[src/common/board_regs_pkg.sv]
/*
 * Register map and bus types of the board register block.
 * Offsets are 8-bit host addresses. Anything with a nonzero high nibble
 * is outside the map. Referenced by scoped name from the RTL and the testbench.
 */
package board_regs_pkg;

    // ------------------------------------------------------------------------
    // bus data types
    // ------------------------------------------------------------------------
    typedef logic [7:0]  reg_addr_t;    // host register address
    typedef logic [31:0] reg_data_t;    // host register data word

    // ------------------------------------------------------------------------
    // register offsets
    // ------------------------------------------------------------------------
    localparam reg_addr_t REG_STATUS    = 8'd0;   // board status / axis enables
    localparam reg_addr_t REG_TIMEOUT   = 8'd3;   // watchdog period, in ticks
    localparam reg_addr_t REG_VERSION   = 8'd4;   // hardware version word
    localparam reg_addr_t REG_TEMPSNS   = 8'd5;   // temperature sensor
    localparam reg_addr_t REG_DIGIOUT   = 8'd6;   // digital outputs, masked write
    localparam reg_addr_t REG_FWVERSION = 8'd7;   // firmware version
    localparam reg_addr_t REG_DIGIN     = 8'd10;  // limit, home and fault inputs
    localparam reg_addr_t REG_SAFETY    = 8'd11;  // safety chain disable mask
    localparam reg_addr_t REG_WDOG      = 8'd12;  // watchdog disable mask
    localparam reg_addr_t REG_DISABLE   = 8'd13;  // sticky disable register

    // ------------------------------------------------------------------------
    // identification
    // ------------------------------------------------------------------------
    // board type tag in ascii, "MC4A"
    localparam reg_data_t BOARD_VERSION = 32'h4D43_3441;
    localparam reg_data_t FW_VERSION    = 32'h0000_0003;  // firmware rev

    // axis count, top nibble of the status word
    localparam logic [3:0] NUM_AXES = 4'd4;

endpackage

[src/common/safety_pkg.sv]
/*
 * Types shared by the safety datapaths: the per-axis disable mask and
 * the tick counts of the watchdog and the motor voltage settle timer.
 */
package safety_pkg;

    // one bit per axis, 1 means amplifier disabled
    typedef logic [3:0] axis_mask_t;

    // watchdog period in ticks, 0 turns the watchdog off
    typedef logic [15:0] wdog_period_t;

    // settle length in ticks
    typedef logic [15:0] settle_count_t;

endpackage

[src/hdl/board_ctrl_top.sv]
/*
 * Board register block of the four-axis motor controller. Connects the
 * register file to the tick prescaler, watchdog, settle timer and
 * amplifier disable logic. TICK_DIV and MV_SETTLE_TICKS set the timing.
 */
`timescale 1ns/1ps

module board_ctrl_top #(
    parameter int                        TICK_DIV        = 256,
    parameter safety_pkg::settle_count_t MV_SETTLE_TICKS = 16'd7680
) (
    input  logic                      sysclk,
    input  logic                      reset,          // sync, active low
    input  board_regs_pkg::reg_addr_t reg_addr,
    input  board_regs_pkg::reg_data_t reg_wdata,
    input  logic                      reg_wen,
    output board_regs_pkg::reg_data_t reg_rdata,
    input  safety_pkg::axis_mask_t    neg_limit,
    input  safety_pkg::axis_mask_t    pos_limit,
    input  safety_pkg::axis_mask_t    home,
    input  safety_pkg::axis_mask_t    fault,
    input  safety_pkg::axis_mask_t    safety_amp_disable,
    input  logic                      relay,
    input  logic                      mv_good,
    input  logic                      v_fault,
    input  logic [3:0]                board_id,
    input  logic [15:0]               temp_sense,
    output safety_pkg::axis_mask_t    amp_disable,
    output safety_pkg::axis_mask_t    dout,
    output logic                      pwr_enable,
    output logic                      relay_on
);

    logic                     tick;             // slow time base
    logic                     host_write;
    logic                     status_wen;
    logic                     wdog_timeout;
    safety_pkg::axis_mask_t   axis_en_bits;
    safety_pkg::axis_mask_t   axis_en_mask;
    safety_pkg::axis_mask_t   reg_disable;      // sticky disable state
    safety_pkg::axis_mask_t   wdog_amp_disable;
    safety_pkg::axis_mask_t   mv_amp_disable;
    safety_pkg::wdog_period_t wdog_period;

    board_regs u_board_regs (
        .sysclk, .reset,
        .reg_addr, .reg_wdata, .reg_wen, .reg_rdata,
        .neg_limit, .pos_limit, .home, .fault, .safety_amp_disable,
        .relay, .mv_good, .v_fault, .board_id, .temp_sense,
        .reg_disable, .wdog_amp_disable, .wdog_timeout,
        .host_write, .status_wen, .axis_en_bits, .axis_en_mask,
        .wdog_period, .pwr_enable, .relay_on, .dout
    );

    tick_prescaler #(.TICK_DIV(TICK_DIV)) u_tick_prescaler (
        .sysclk, .reset, .tick
    );

    wdog_timer u_wdog_timer (
        .sysclk, .reset, .tick, .host_write, .wdog_period,
        .wdog_timeout, .wdog_amp_disable
    );

    mv_settle_timer #(.MV_SETTLE_TICKS(MV_SETTLE_TICKS)) u_mv_settle_timer (
        .sysclk, .reset, .tick, .mv_good, .mv_amp_disable
    );

    amp_disable_ctrl u_amp_disable_ctrl (
        .sysclk, .reset, .status_wen, .axis_en_bits, .axis_en_mask,
        .pwr_enable, .wdog_amp_disable, .mv_amp_disable, .safety_amp_disable,
        .reg_disable, .amp_disable
    );

endmodule

[src/hdl/board_regs.sv]
/*
 * Board register file. Decodes host writes into the board controls
 * (relay, motor power, digital outputs, watchdog period), hands axis
 * enable requests to the disable block, and serves registered reads
 * one cycle after the address.
 */
`timescale 1ns/1ps

module board_regs (
    input  logic                      sysclk,
    input  logic                      reset,              // sync, active low

    // host bus
    input  board_regs_pkg::reg_addr_t reg_addr,
    input  board_regs_pkg::reg_data_t reg_wdata,
    input  logic                      reg_wen,
    output board_regs_pkg::reg_data_t reg_rdata,

    // board inputs
    input  safety_pkg::axis_mask_t    neg_limit,
    input  safety_pkg::axis_mask_t    pos_limit,
    input  safety_pkg::axis_mask_t    home,
    input  safety_pkg::axis_mask_t    fault,
    input  safety_pkg::axis_mask_t    safety_amp_disable,
    input  logic                      relay,              // relay contact state
    input  logic                      mv_good,            // motor voltage good
    input  logic                      v_fault,
    input  logic [3:0]                board_id,           // rotary switch
    input  logic [15:0]               temp_sense,

    // from the safety datapaths
    input  safety_pkg::axis_mask_t    reg_disable,
    input  safety_pkg::axis_mask_t    wdog_amp_disable,
    input  logic                      wdog_timeout,

    // to the safety datapaths
    output logic                      host_write,         // any bus write
    output logic                      status_wen,         // write to REG_STATUS
    output safety_pkg::axis_mask_t    axis_en_bits,
    output safety_pkg::axis_mask_t    axis_en_mask,
    output safety_pkg::wdog_period_t  wdog_period,

    // board controls
    output logic                      pwr_enable,
    output logic                      relay_on,
    output safety_pkg::axis_mask_t    dout
);

    board_regs_pkg::reg_data_t rd_mux;    // read word before the output flop

    // ------------------------------------------------------------------------
    // write strobes
    // ------------------------------------------------------------------------
    assign host_write   = reg_wen;        // any write kicks the watchdog
    assign status_wen   = reg_wen && (reg_addr == board_regs_pkg::REG_STATUS);
    assign axis_en_bits = reg_wdata[3:0];  // enable value per axis
    assign axis_en_mask = reg_wdata[11:8]; // which axes to touch

    // control registers, masked updates
    always_ff @(posedge sysclk) begin
        if (!reset) begin
            pwr_enable  <= 1'b0;           // motor power off
            relay_on    <= 1'b0;           // safety relay open
            dout        <= '0;
            wdog_period <= '0;             // watchdog off
        end else if (reg_wen) begin
            case (reg_addr)
                board_regs_pkg::REG_STATUS: begin
                    if (reg_wdata[17])
                        relay_on <= reg_wdata[16];
                    if (reg_wdata[19])
                        pwr_enable <= reg_wdata[18];
                end
                board_regs_pkg::REG_TIMEOUT: wdog_period <= reg_wdata[15:0];
                board_regs_pkg::REG_DIGIOUT: begin
                    // bits 11:8 select, bits 3:0 give the level
                    for (int i = 0; i < 4; i++) begin
                        if (reg_wdata[8 + i])
                            dout[i] <= reg_wdata[i];
                    end
                end
                default: ;                 // read-only or unmapped
            endcase
        end
    end

    // ------------------------------------------------------------------------
    // read mux
    // ------------------------------------------------------------------------
    always_comb begin
        case (reg_addr)
            board_regs_pkg::REG_STATUS:    rd_mux = {
                board_regs_pkg::NUM_AXES, board_id,            // byte 3
                wdog_timeout, 3'd0,                            // byte 2
                mv_good, pwr_enable, ~relay, relay_on,
                4'd0, fault,                                   // byte 1
                safety_amp_disable, ~reg_disable};             // byte 0, 1 = enabled
            board_regs_pkg::REG_TIMEOUT:   rd_mux = {16'd0, wdog_period};
            board_regs_pkg::REG_VERSION:   rd_mux = board_regs_pkg::BOARD_VERSION;
            board_regs_pkg::REG_TEMPSNS:   rd_mux = {16'd0, temp_sense};
            board_regs_pkg::REG_DIGIOUT:   rd_mux = {28'd0, dout};
            board_regs_pkg::REG_FWVERSION: rd_mux = board_regs_pkg::FW_VERSION;
            board_regs_pkg::REG_DIGIN:     rd_mux = {15'd0, v_fault, dout,
                                                     neg_limit, pos_limit, home};
            board_regs_pkg::REG_SAFETY:    rd_mux = {28'd0, safety_amp_disable};
            board_regs_pkg::REG_WDOG:      rd_mux = {28'd0, wdog_amp_disable};
            board_regs_pkg::REG_DISABLE:   rd_mux = {28'd0, reg_disable};
            default:                       rd_mux = '0;   // unmapped
        endcase
    end

    // read data registered, held during writes
    always_ff @(posedge sysclk) begin
        if (!reset)
            reg_rdata <= '0;
        else if (!reg_wen)
            reg_rdata <= rd_mux;
    end

endmodule

[src/safety/amp_disable_ctrl.sv]
/*
 * Per-axis amplifier disable. Holds the sticky disable register fed by
 * host enable requests, the watchdog and the external safety chain,
 * and merges it with the settle timer hold into amp_disable.
 */
`timescale 1ns/1ps

module amp_disable_ctrl (
    input  logic                   sysclk,
    input  logic                   reset,              // sync, active low
    input  logic                   status_wen,         // host wrote REG_STATUS
    input  safety_pkg::axis_mask_t axis_en_bits,       // 1 = enable axis
    input  safety_pkg::axis_mask_t axis_en_mask,       // 1 = apply bit
    input  logic                   pwr_enable,
    input  safety_pkg::axis_mask_t wdog_amp_disable,
    input  safety_pkg::axis_mask_t mv_amp_disable,
    input  safety_pkg::axis_mask_t safety_amp_disable,
    output safety_pkg::axis_mask_t reg_disable,
    output safety_pkg::axis_mask_t amp_disable
);

    safety_pkg::axis_mask_t req_disable;   // register after a masked host update

    // masked axes take the inverse enable, others keep their state
    assign req_disable = (reg_disable & ~axis_en_mask) | (~axis_en_bits & axis_en_mask);

    // ------------------------------------------------------------------------
    // sticky disable register
    // ------------------------------------------------------------------------
    always_ff @(posedge sysclk) begin
        if (!reset) begin
            reg_disable <= '1;                          // all axes off
        end else if (status_wen) begin
            // no enables while motor power is off
            reg_disable <= pwr_enable ? req_disable : '1;
        end else begin
            // faults only ever add disables
            reg_disable <= reg_disable | wdog_amp_disable | safety_amp_disable;
        end
    end

    // settle hold on top of the sticky state
    assign amp_disable = reg_disable | mv_amp_disable;

endmodule

[src/safety/mv_settle_timer.sv]
/*
 * Motor voltage settle timer. Keeps every amplifier disabled until
 * mv_good has stayed high for MV_SETTLE_TICKS ticks in a row; a drop
 * of mv_good restarts the wait.
 */
`timescale 1ns/1ps

module mv_settle_timer #(
    parameter safety_pkg::settle_count_t MV_SETTLE_TICKS = 16'd7680
) (
    input  logic                   sysclk,
    input  logic                   reset,          // sync, active low
    input  logic                   tick,
    input  logic                   mv_good,        // motor voltage good
    output safety_pkg::axis_mask_t mv_amp_disable
);

    safety_pkg::settle_count_t settle_cnt;        // ticks of good voltage

    always_ff @(posedge sysclk) begin
        if (!reset) begin
            settle_cnt     <= '0;
            mv_amp_disable <= '1;                 // hold from power up
        end else if (!mv_good) begin
            settle_cnt     <= '0;                 // voltage lost, restart
            mv_amp_disable <= '1;
        end else if (settle_cnt == MV_SETTLE_TICKS) begin
            mv_amp_disable <= '0;                 // settled, release
        end else begin
            mv_amp_disable <= '1;
            if (tick)
                settle_cnt <= settle_cnt + 1'b1;
        end
    end

endmodule

[src/safety/tick_prescaler.sv]
/*
 * Slow time base for the safety timers. Emits a one-cycle tick
 * every TICK_DIV sysclk cycles.
 */
`timescale 1ns/1ps

module tick_prescaler #(
    parameter int TICK_DIV = 256                  // sysclk cycles per tick
) (
    input  logic sysclk,
    input  logic reset,                           // sync, active low
    output logic tick
);

    localparam int CW = (TICK_DIV > 1) ? $clog2(TICK_DIV) : 1;
    localparam logic [CW-1:0] LAST = CW'(TICK_DIV - 1);

    logic [CW-1:0] div_cnt;

    always_ff @(posedge sysclk) begin
        if (!reset) begin
            div_cnt <= '0;
            tick    <= 1'b0;
        end else if (div_cnt == LAST) begin
            div_cnt <= '0;                        // wrap
            tick    <= 1'b1;
        end else begin
            div_cnt <= div_cnt + 1'b1;
            tick    <= 1'b0;
        end
    end

endmodule

[src/safety/wdog_timer.sv]
/*
 * Host watchdog. Counts ticks since the last host write; once the count
 * has reached the programmed period, the next tick raises the timeout
 * and disables every axis. Any host write clears both. Period 0 = off.
 */
`timescale 1ns/1ps

module wdog_timer (
    input  logic                     sysclk,
    input  logic                     reset,             // sync, active low
    input  logic                     tick,              // prescaler strobe
    input  logic                     host_write,        // any bus write
    input  safety_pkg::wdog_period_t wdog_period,
    output logic                     wdog_timeout,
    output safety_pkg::axis_mask_t   wdog_amp_disable
);

    safety_pkg::wdog_period_t wdog_count;   // ticks since last write

    // ------------------------------------------------------------------------
    // count and flag
    // ------------------------------------------------------------------------
    always_ff @(posedge sysclk) begin
        if (!reset) begin
            wdog_count       <= '0;
            wdog_timeout     <= 1'b0;
            wdog_amp_disable <= '0;
        end else if (host_write) begin
            // host alive, start over
            wdog_count       <= '0;
            wdog_timeout     <= 1'b0;
            wdog_amp_disable <= '0;
        end else if (tick && (wdog_period != '0)) begin
            if (wdog_count < wdog_period) begin
                wdog_count <= wdog_count + 1'b1;
            end else begin
                // period used up, one more tick
                wdog_timeout     <= 1'b1;
                wdog_amp_disable <= '1;          // all axes off
            end
        end
    end

endmodule

[config.mk]
export PLATFORM = sky130hd
export DESIGN_NAME = board_ctrl_top
export DESIGN_NICKNAME = d
export VERILOG_FILES = /design/src/common/board_regs_pkg.sv /design/src/common/safety_pkg.sv /design/src/hdl/board_ctrl_top.sv /design/src/hdl/board_regs.sv /design/src/safety/amp_disable_ctrl.sv /design/src/safety/mv_settle_timer.sv /design/src/safety/tick_prescaler.sv /design/src/safety/wdog_timer.sv
export SDC_FILE = /design/constraint.sdc
export NUM_CORES = 1
export LEC_CHECK = 0
export ABC_CLOCK_PERIOD_IN_PS = 4700
export BUFFER_PORTS_ARGS = -buffer_cell sky130_fd_sc_hd__buf_2
export CAP_MARGIN = 0
export CORE_MARGIN = 4
export CORE_UTILIZATION = 58
export DETAILED_ROUTE_END_ITERATION = 16
export PLACE_DENSITY = 0.86
export SLEW_MARGIN = 20
export SYNTH_ARGS = -nofsm -noshare
export SYNTH_HDL_FRONTEND = slang
export SYNTH_SLANG_ARGS = --single-unit
[constraint.sdc]
create_clock -name sysclk -period 4.7 [get_ports sysclk]
set_input_delay 0.94 -clock sysclk [delete_from_list [all_inputs] [get_ports sysclk]]
set_output_delay 0.94 -clock sysclk [all_outputs]
set_load 0.05 [all_outputs]
Word-level counts from Yosys, hierarchy flattened
Index checks and enable logic that the tools add are counted.
{"block": "word_totals", "reg_bits": 105, "latchBits": 0, "mem_bits_rw": 0, "mem_bits_ro": 0, "inputBits": 86, "out_inout_bits": 42, "n_memories": 0}
{"block": "classes", "n_addsub": 3, "n_mul": 0, "n_div": 0, "order_cmp": 1, "eq_ne": 11, "shift": 0, "n_mux": 5, "bitwise": 13, "reduce_logical": 17}
{"cell": "one-hot mux 31 bit (10 select lines)", "count": 1}
{"cell": "adder 16 x 1 -> 16 bit (second input constant)", "count": 2}
{"cell": "equality test 8 x 3 -> 1 bit (second input constant)", "count": 4}
{"cell": "equality test 8 x 4 -> 1 bit (second input constant)", "count": 4}
{"cell": "AND reduction 3 bit", "count": 6}
{"cell": "equality test 16 x 13 -> 1 bit (second input constant)", "count": 1}
{"cell": "< comparator 16 bit", "count": 1}
{"cell": "OR 4 bit", "count": 4}
{"cell": "nonzero test 16 bit", "count": 1}
{"cell": "2-to-1 mux 4 bit", "count": 3}
{"cell": "NOT 4 bit", "count": 3}
{"cell": "AND reduction 2 bit", "count": 5}
{"cell": "adder 8 x 1 -> 8 bit (second input constant)", "count": 1}
{"cell": "bitwise AND 4 bit", "count": 2}
{"cell": "equality test 8 x 2 -> 1 bit (second input constant)", "count": 1}
{"cell": "equality test 8 bit (second input constant)", "count": 1}
{"cell": "logical NOT 8 bit", "count": 1}
{"cell": "NOT 1 bit", "count": 4}
{"cell": "OR reduction 2 bit", "count": 2}
{"cell": "logical AND 1 bit", "count": 2}
{"cell": "2-to-1 mux 1 bit", "count": 1}

Logic depth before layout (Yosys ltp)
{"block": "depth", "ltp_word": 5, "depth_mapped": 9, "ltp_nobuf": 7}

Cells and area by module
Synthesis repeated with hierarchy kept, for this count alone.
{"block": "hier_totals", "cells_unflattened": 686, "area_unflattened_um2": 5667.9}
{"module": "board_regs", "n_inst": 1, "cells_per_inst": 337, "area_per_inst_um2": 2635.0, "seq_area_each_um2": 980.9}
{"module": "wdog_timer", "n_inst": 1, "cells_per_inst": 178, "area_per_inst_um2": 1525.2, "seq_area_each_um2": 340.3}
{"module": "mv_settle_timer", "n_inst": 1, "cells_per_inst": 104, "area_per_inst_um2": 918.4, "seq_area_each_um2": 340.3}
{"module": "tick_prescaler", "n_inst": 1, "cells_per_inst": 40, "area_per_inst_um2": 357.8, "seq_area_each_um2": 180.2}
{"module": "amp_disable_ctrl", "n_inst": 1, "cells_per_inst": 27, "area_per_inst_um2": 231.5, "seq_area_each_um2": 80.1}

Worst setup path after synthesis
Ideal clock, no wire load.
{"block": "synth_path", "kind": "input port to flip-flop", "startpoint": "in reg_addr[5]", "endpoint": "reg u_board_regs.reg_rdata[10]", "arrival_time_ps": 2486, "setup_slack_ps": 2154, "cell_stages": 6, "cell_sequence": "or4_4 -> buf_6 -> a211o_1 -> a211oi_4 -> buf_6 -> a22o_1"}
{"block": "synth_via", "elab_chain_len": 2, "word_cells_on_any_way": 11, "cone_classes": "eq/ne (9); mux (1); reduce/logical (1)"}
{"item": "start: declaration", "line_no": "board_ctrl_top.sv:14", "rtl": "input board_regs_pkg::reg_addr_t reg_addr,"}
{"item": "equality test 8 x 4 -> 1 bit, or another cell as far along", "line_no": "board_regs.sv:91", "rtl": "case (reg_addr)"}
{"item": "one-hot mux 31 bit (10 select lines) *", "line_no": "board_regs.sv:91"}
{"item": "end signal: assignment", "line_no": "board_regs.sv:117", "rtl": "reg_rdata <= rd_mux;"}
{"item": "end: declaration", "line_no": "board_regs.sv:17", "rtl": "output board_regs_pkg::reg_data_t reg_rdata,"}
Every way passes the cells marked *; elsewhere a longest branch is shown, timed or not.
A chain may end at the register's enable or synchronous reset.

Worst setup path in the final report
{"block": "layout_path", "startpoint": "in reg_addr[5]", "endpoint": "reg u_board_regs.wdog_period[14]"}
{"block": "layout_via", "elab_chain_len": 2}
{"item": "equality test 8 x 2 -> 1 bit", "line_no": "board_regs.sv:67", "rtl": "case (reg_addr)"}
{"item": "AND reduction 2 bit (no line)"}
{"item": "end signal: assignment", "line_no": "board_regs.sv:74", "rtl": "board_regs_pkg::REG_TIMEOUT: wdog_period <= reg_wdata[15:0];"}
{"item": "end: declaration", "line_no": "board_regs.sv:41", "rtl": "output safety_pkg::wdog_period_t wdog_period,"}
No other way between the ends.

==> reports/qor.txt <==
Status -> finished, final reports clean
Placer Congestion -> 0.897
Worst hold path type -> reg -> reg
Drt drc -> 0
Bufs on Longest Clock Path -> 2
Clock skew -> 7.06 ps
Initial DRC count -> 401
PostCTS Resize Cnt -> 0
CTS Root Cell -> clkbuf_8
Hold_buf cts -> 0
Post-synth top cells -> 96 x dfxtp_1, 74 x nand2_1, 55 x nor2_1
Largest net degree at the start of global routing -> 37
Flop pwr share -> 0.540
Clock share of power -> 0.391
TritonCTS buffer count -> 9
Die height -> 102 µm
Post-synth EDFFs -> 0
Yosys reg bits -> 96
Synth area leader -> dfxtp_1
Initial Util -> 0.591
Area after DPL -> 5620 µm²
Port Buffers -> 110
Synth Cell Area -> 5130 µm²
Final nets -> 800
Gr usage total -> 0.274
Layout cell share with drive strength beyond 1 -> 0.221
Setup TNS -> 0 ps
Clock tree from TritonCTS -> done
Worst slew pin tran -> 971 ps
Async S/R FF share, synth -> 0
CP Data Arrival Time -> 3460 ps
First-pass DRT Iterations -> 6
WL final -> 14400 µm
VDD IR-drop max -> 170 µV
N_diodes -> 0
CP Max Fanout -> 17
Core ar. -> 8680 µm²
Ys Warns -> 0
Critical path class -> in -> reg
Routed Antenna Nets -> 0
Vias in the first global route -> 4612
Worst EP required -> 4930 ps
Area Growth Syn to Fin -> 14.0%
DR vias/cell -> 6.16
CTS clk-pin slew, worst paths -> 90 ps
# IOs -> 128
Predominant post-synthesis flop cell -> dfxtp_1
Sw Ratio -> 0.238
Worst-skew pair later-pin latency -> 360 ps
P per Cell Area -> 259 nW/µm²
Post-CTS Setup Repair Bufs -> 0
Synth cell types -> 63
H-tree depth -> 3
Crit. End Element -> register
Internal -> 1.15 mW
Clk sinks -> 96
RSZ-0062 raised after global routing -> false
Logic gate share of total power -> 0.069
LEAKAGE -> 2.33 nW
Avg Cell Area, Syn -> 8.47 µm²
Final hold violations -> 0
Vias -> 4977
Grt ovf -> 0
Final Max Tran Viols -> 0
Max-capacitance violation count -> 0
Syn Inst Count -> 606
Yosys top cell area share -> 0.375
Switching power -> 361 µW
Max Freq -> 310 MHz
Die area -> 10400 µm²
Endpoints failing setup -> 0
Design Area, Final -> 5850 µm²
Initial antenna violation count -> 0
Max transition margin -> 0.353
Final min period -> 3230 ps
Wire per inst -> 17.8 µm
Die Span X -> 102 µm
Startpoint Class -> input port
Sequential area share after synthesis -> 0.375
First-pass GRT wire length -> 22500 µm
Synth area leaders -> dfxtp_1 37%, nand2_1 5.4%, mux2i_1 5.1%
Row cnt -> 34
Post-DP HPWL -> 10700 µm
Cell with the most instances after synthesis -> dfxtp_1
Crit share post-route -> 0.687
## cell usage in the layout, fill, tap and decap left out, drive strengths merged, types with 5 or more instances in the layout
master  instances
buf           110
dfxtp          96
nand2          75
nor2           55
a21oi          28
o21ai          27
nand3          26
mux2i          26
inv            25
ha             19
nand4          17
a22o           16
or4            14
or2            12
and3           11
a222oi         10
xor2            9
clkbuf          9
xnor2           8
nand3b          8
nor3            8
or3             7
o31ai           7
nor4            7
and4            6
and2            5
nor2b           5
a22oi           5
conb            5
o41ai           5
## flip-flops by register name, indices dropped and copies added, names as in the netlist
signal and flops:
u_board_regs.reg_rdata 27, u_board_regs.wdog_period 16, u_mv_settle_timer.settle_cnt 16, u_wdog_timer.wdog_count 16
u_tick_prescaler.div_cnt 8, u_amp_disable_ctrl.reg_disable 4, u_board_regs.dout 4, u_board_regs.pwr_enable 1
u_board_regs.relay_on 1, u_mv_settle_timer.mv_amp_disable 1, u_tick_prescaler.tick 1, u_wdog_timer.wdog_amp_disable 1
## path summary, 6_finish.rpt
path / endpoint / startpoint / slack, ps / depth (start not counted)
worst min-delay path: u_board_regs.reg_rdata[27] / u_board_regs.reg_rdata[27] / 460 / 2
worst max register to register: u_wdog_timer.wdog_count[3] / u_board_regs.wdog_period[5] / 2040 / 7
worst max-delay path: u_board_regs.wdog_period[14] / reg_addr[5] / 1470 / 6
worst min register to register: u_board_regs.reg_rdata[27] / u_board_regs.reg_rdata[27] / 460 / 2
## logic make-up (layout without fill, tap and decap cells)
logic type      count (synthesis)  in the layout  synth area share
fa+ha+maj                      19             19            0.0463
mux                            26             26            0.0507
compound gates                125            125             0.175
buf+inv                        60            150            0.0580
xor+xnor                       17             17            0.0290
flops                          96             96             0.375
other cells                     1              5          0.000731
simple gates                  262            262             0.266
## critical path: stages
cell,delay (ps)
buf_2,100
nor4_1,540
and3_1,660
and2_1,870
mux2i_1,280
nor2_1,60
## final cells by class
cell class | count | area, µm²
Tap cell | 108 | 135
Multi-Input combinational cell | 454 | 2930
Sequential cell | 96 | 1920
Fill cell | 725 | 2830
Clock inverter | 7 | 95.1
Timing Repair Buffer | 110 | 551
Inverter | 24 | 90.1
Clock buffer | 9 | 124
## through the flow
| step | utilization | setup WS [ps] | instances | hold WS, ps | total power, mW |
|---|---|---|---|---|---|
| 6_report | 0.674 | 1470 | 808 | 456 | 1.51 |
| 5_1_grt | 0.674 | 1290 | 808 | 480 | 1.56 |
| 4_1_cts | 0.673 | 1520 | 808 | 456 | 1.51 |
| 3_5_place_dp | 0.648 | 1150 | 792 | 443 | 0.938 |
| 3_3_place_gp | 0.648 | 1230 | 792 | 431 | 0.936 |
| 2_1_floorplan | - | 2150 | 610 | 426 | 0.892 |
## power groups by stage
stage               Sequential [mW]  Clock (mW)  Combinational (mW)
floorplan                     0.836           0              0.0558
global placement              0.836           0              0.0996
detailed placement            0.836           0               0.102
CTS                           0.817       0.595               0.102
global route                  0.818       0.633               0.113
finish                        0.817       0.591               0.104
## per-layer routing
layer | up-vias | GRT usage | share of wire | routed length, µm
met5 | - | 0 | 0 | 0
met4 | 0 | 0.110 | 0.025 | 357
met3 | 31 | 0.0430 | 0.089 | 1280
met2 | 234 | 0.469 | 0.48 | 6930
met1 | 2337 | 0.345 | 0.41 | 5830
li1 | 2375 | - | - | -
No activity file was read; power rests on OpenSTA's default activity.
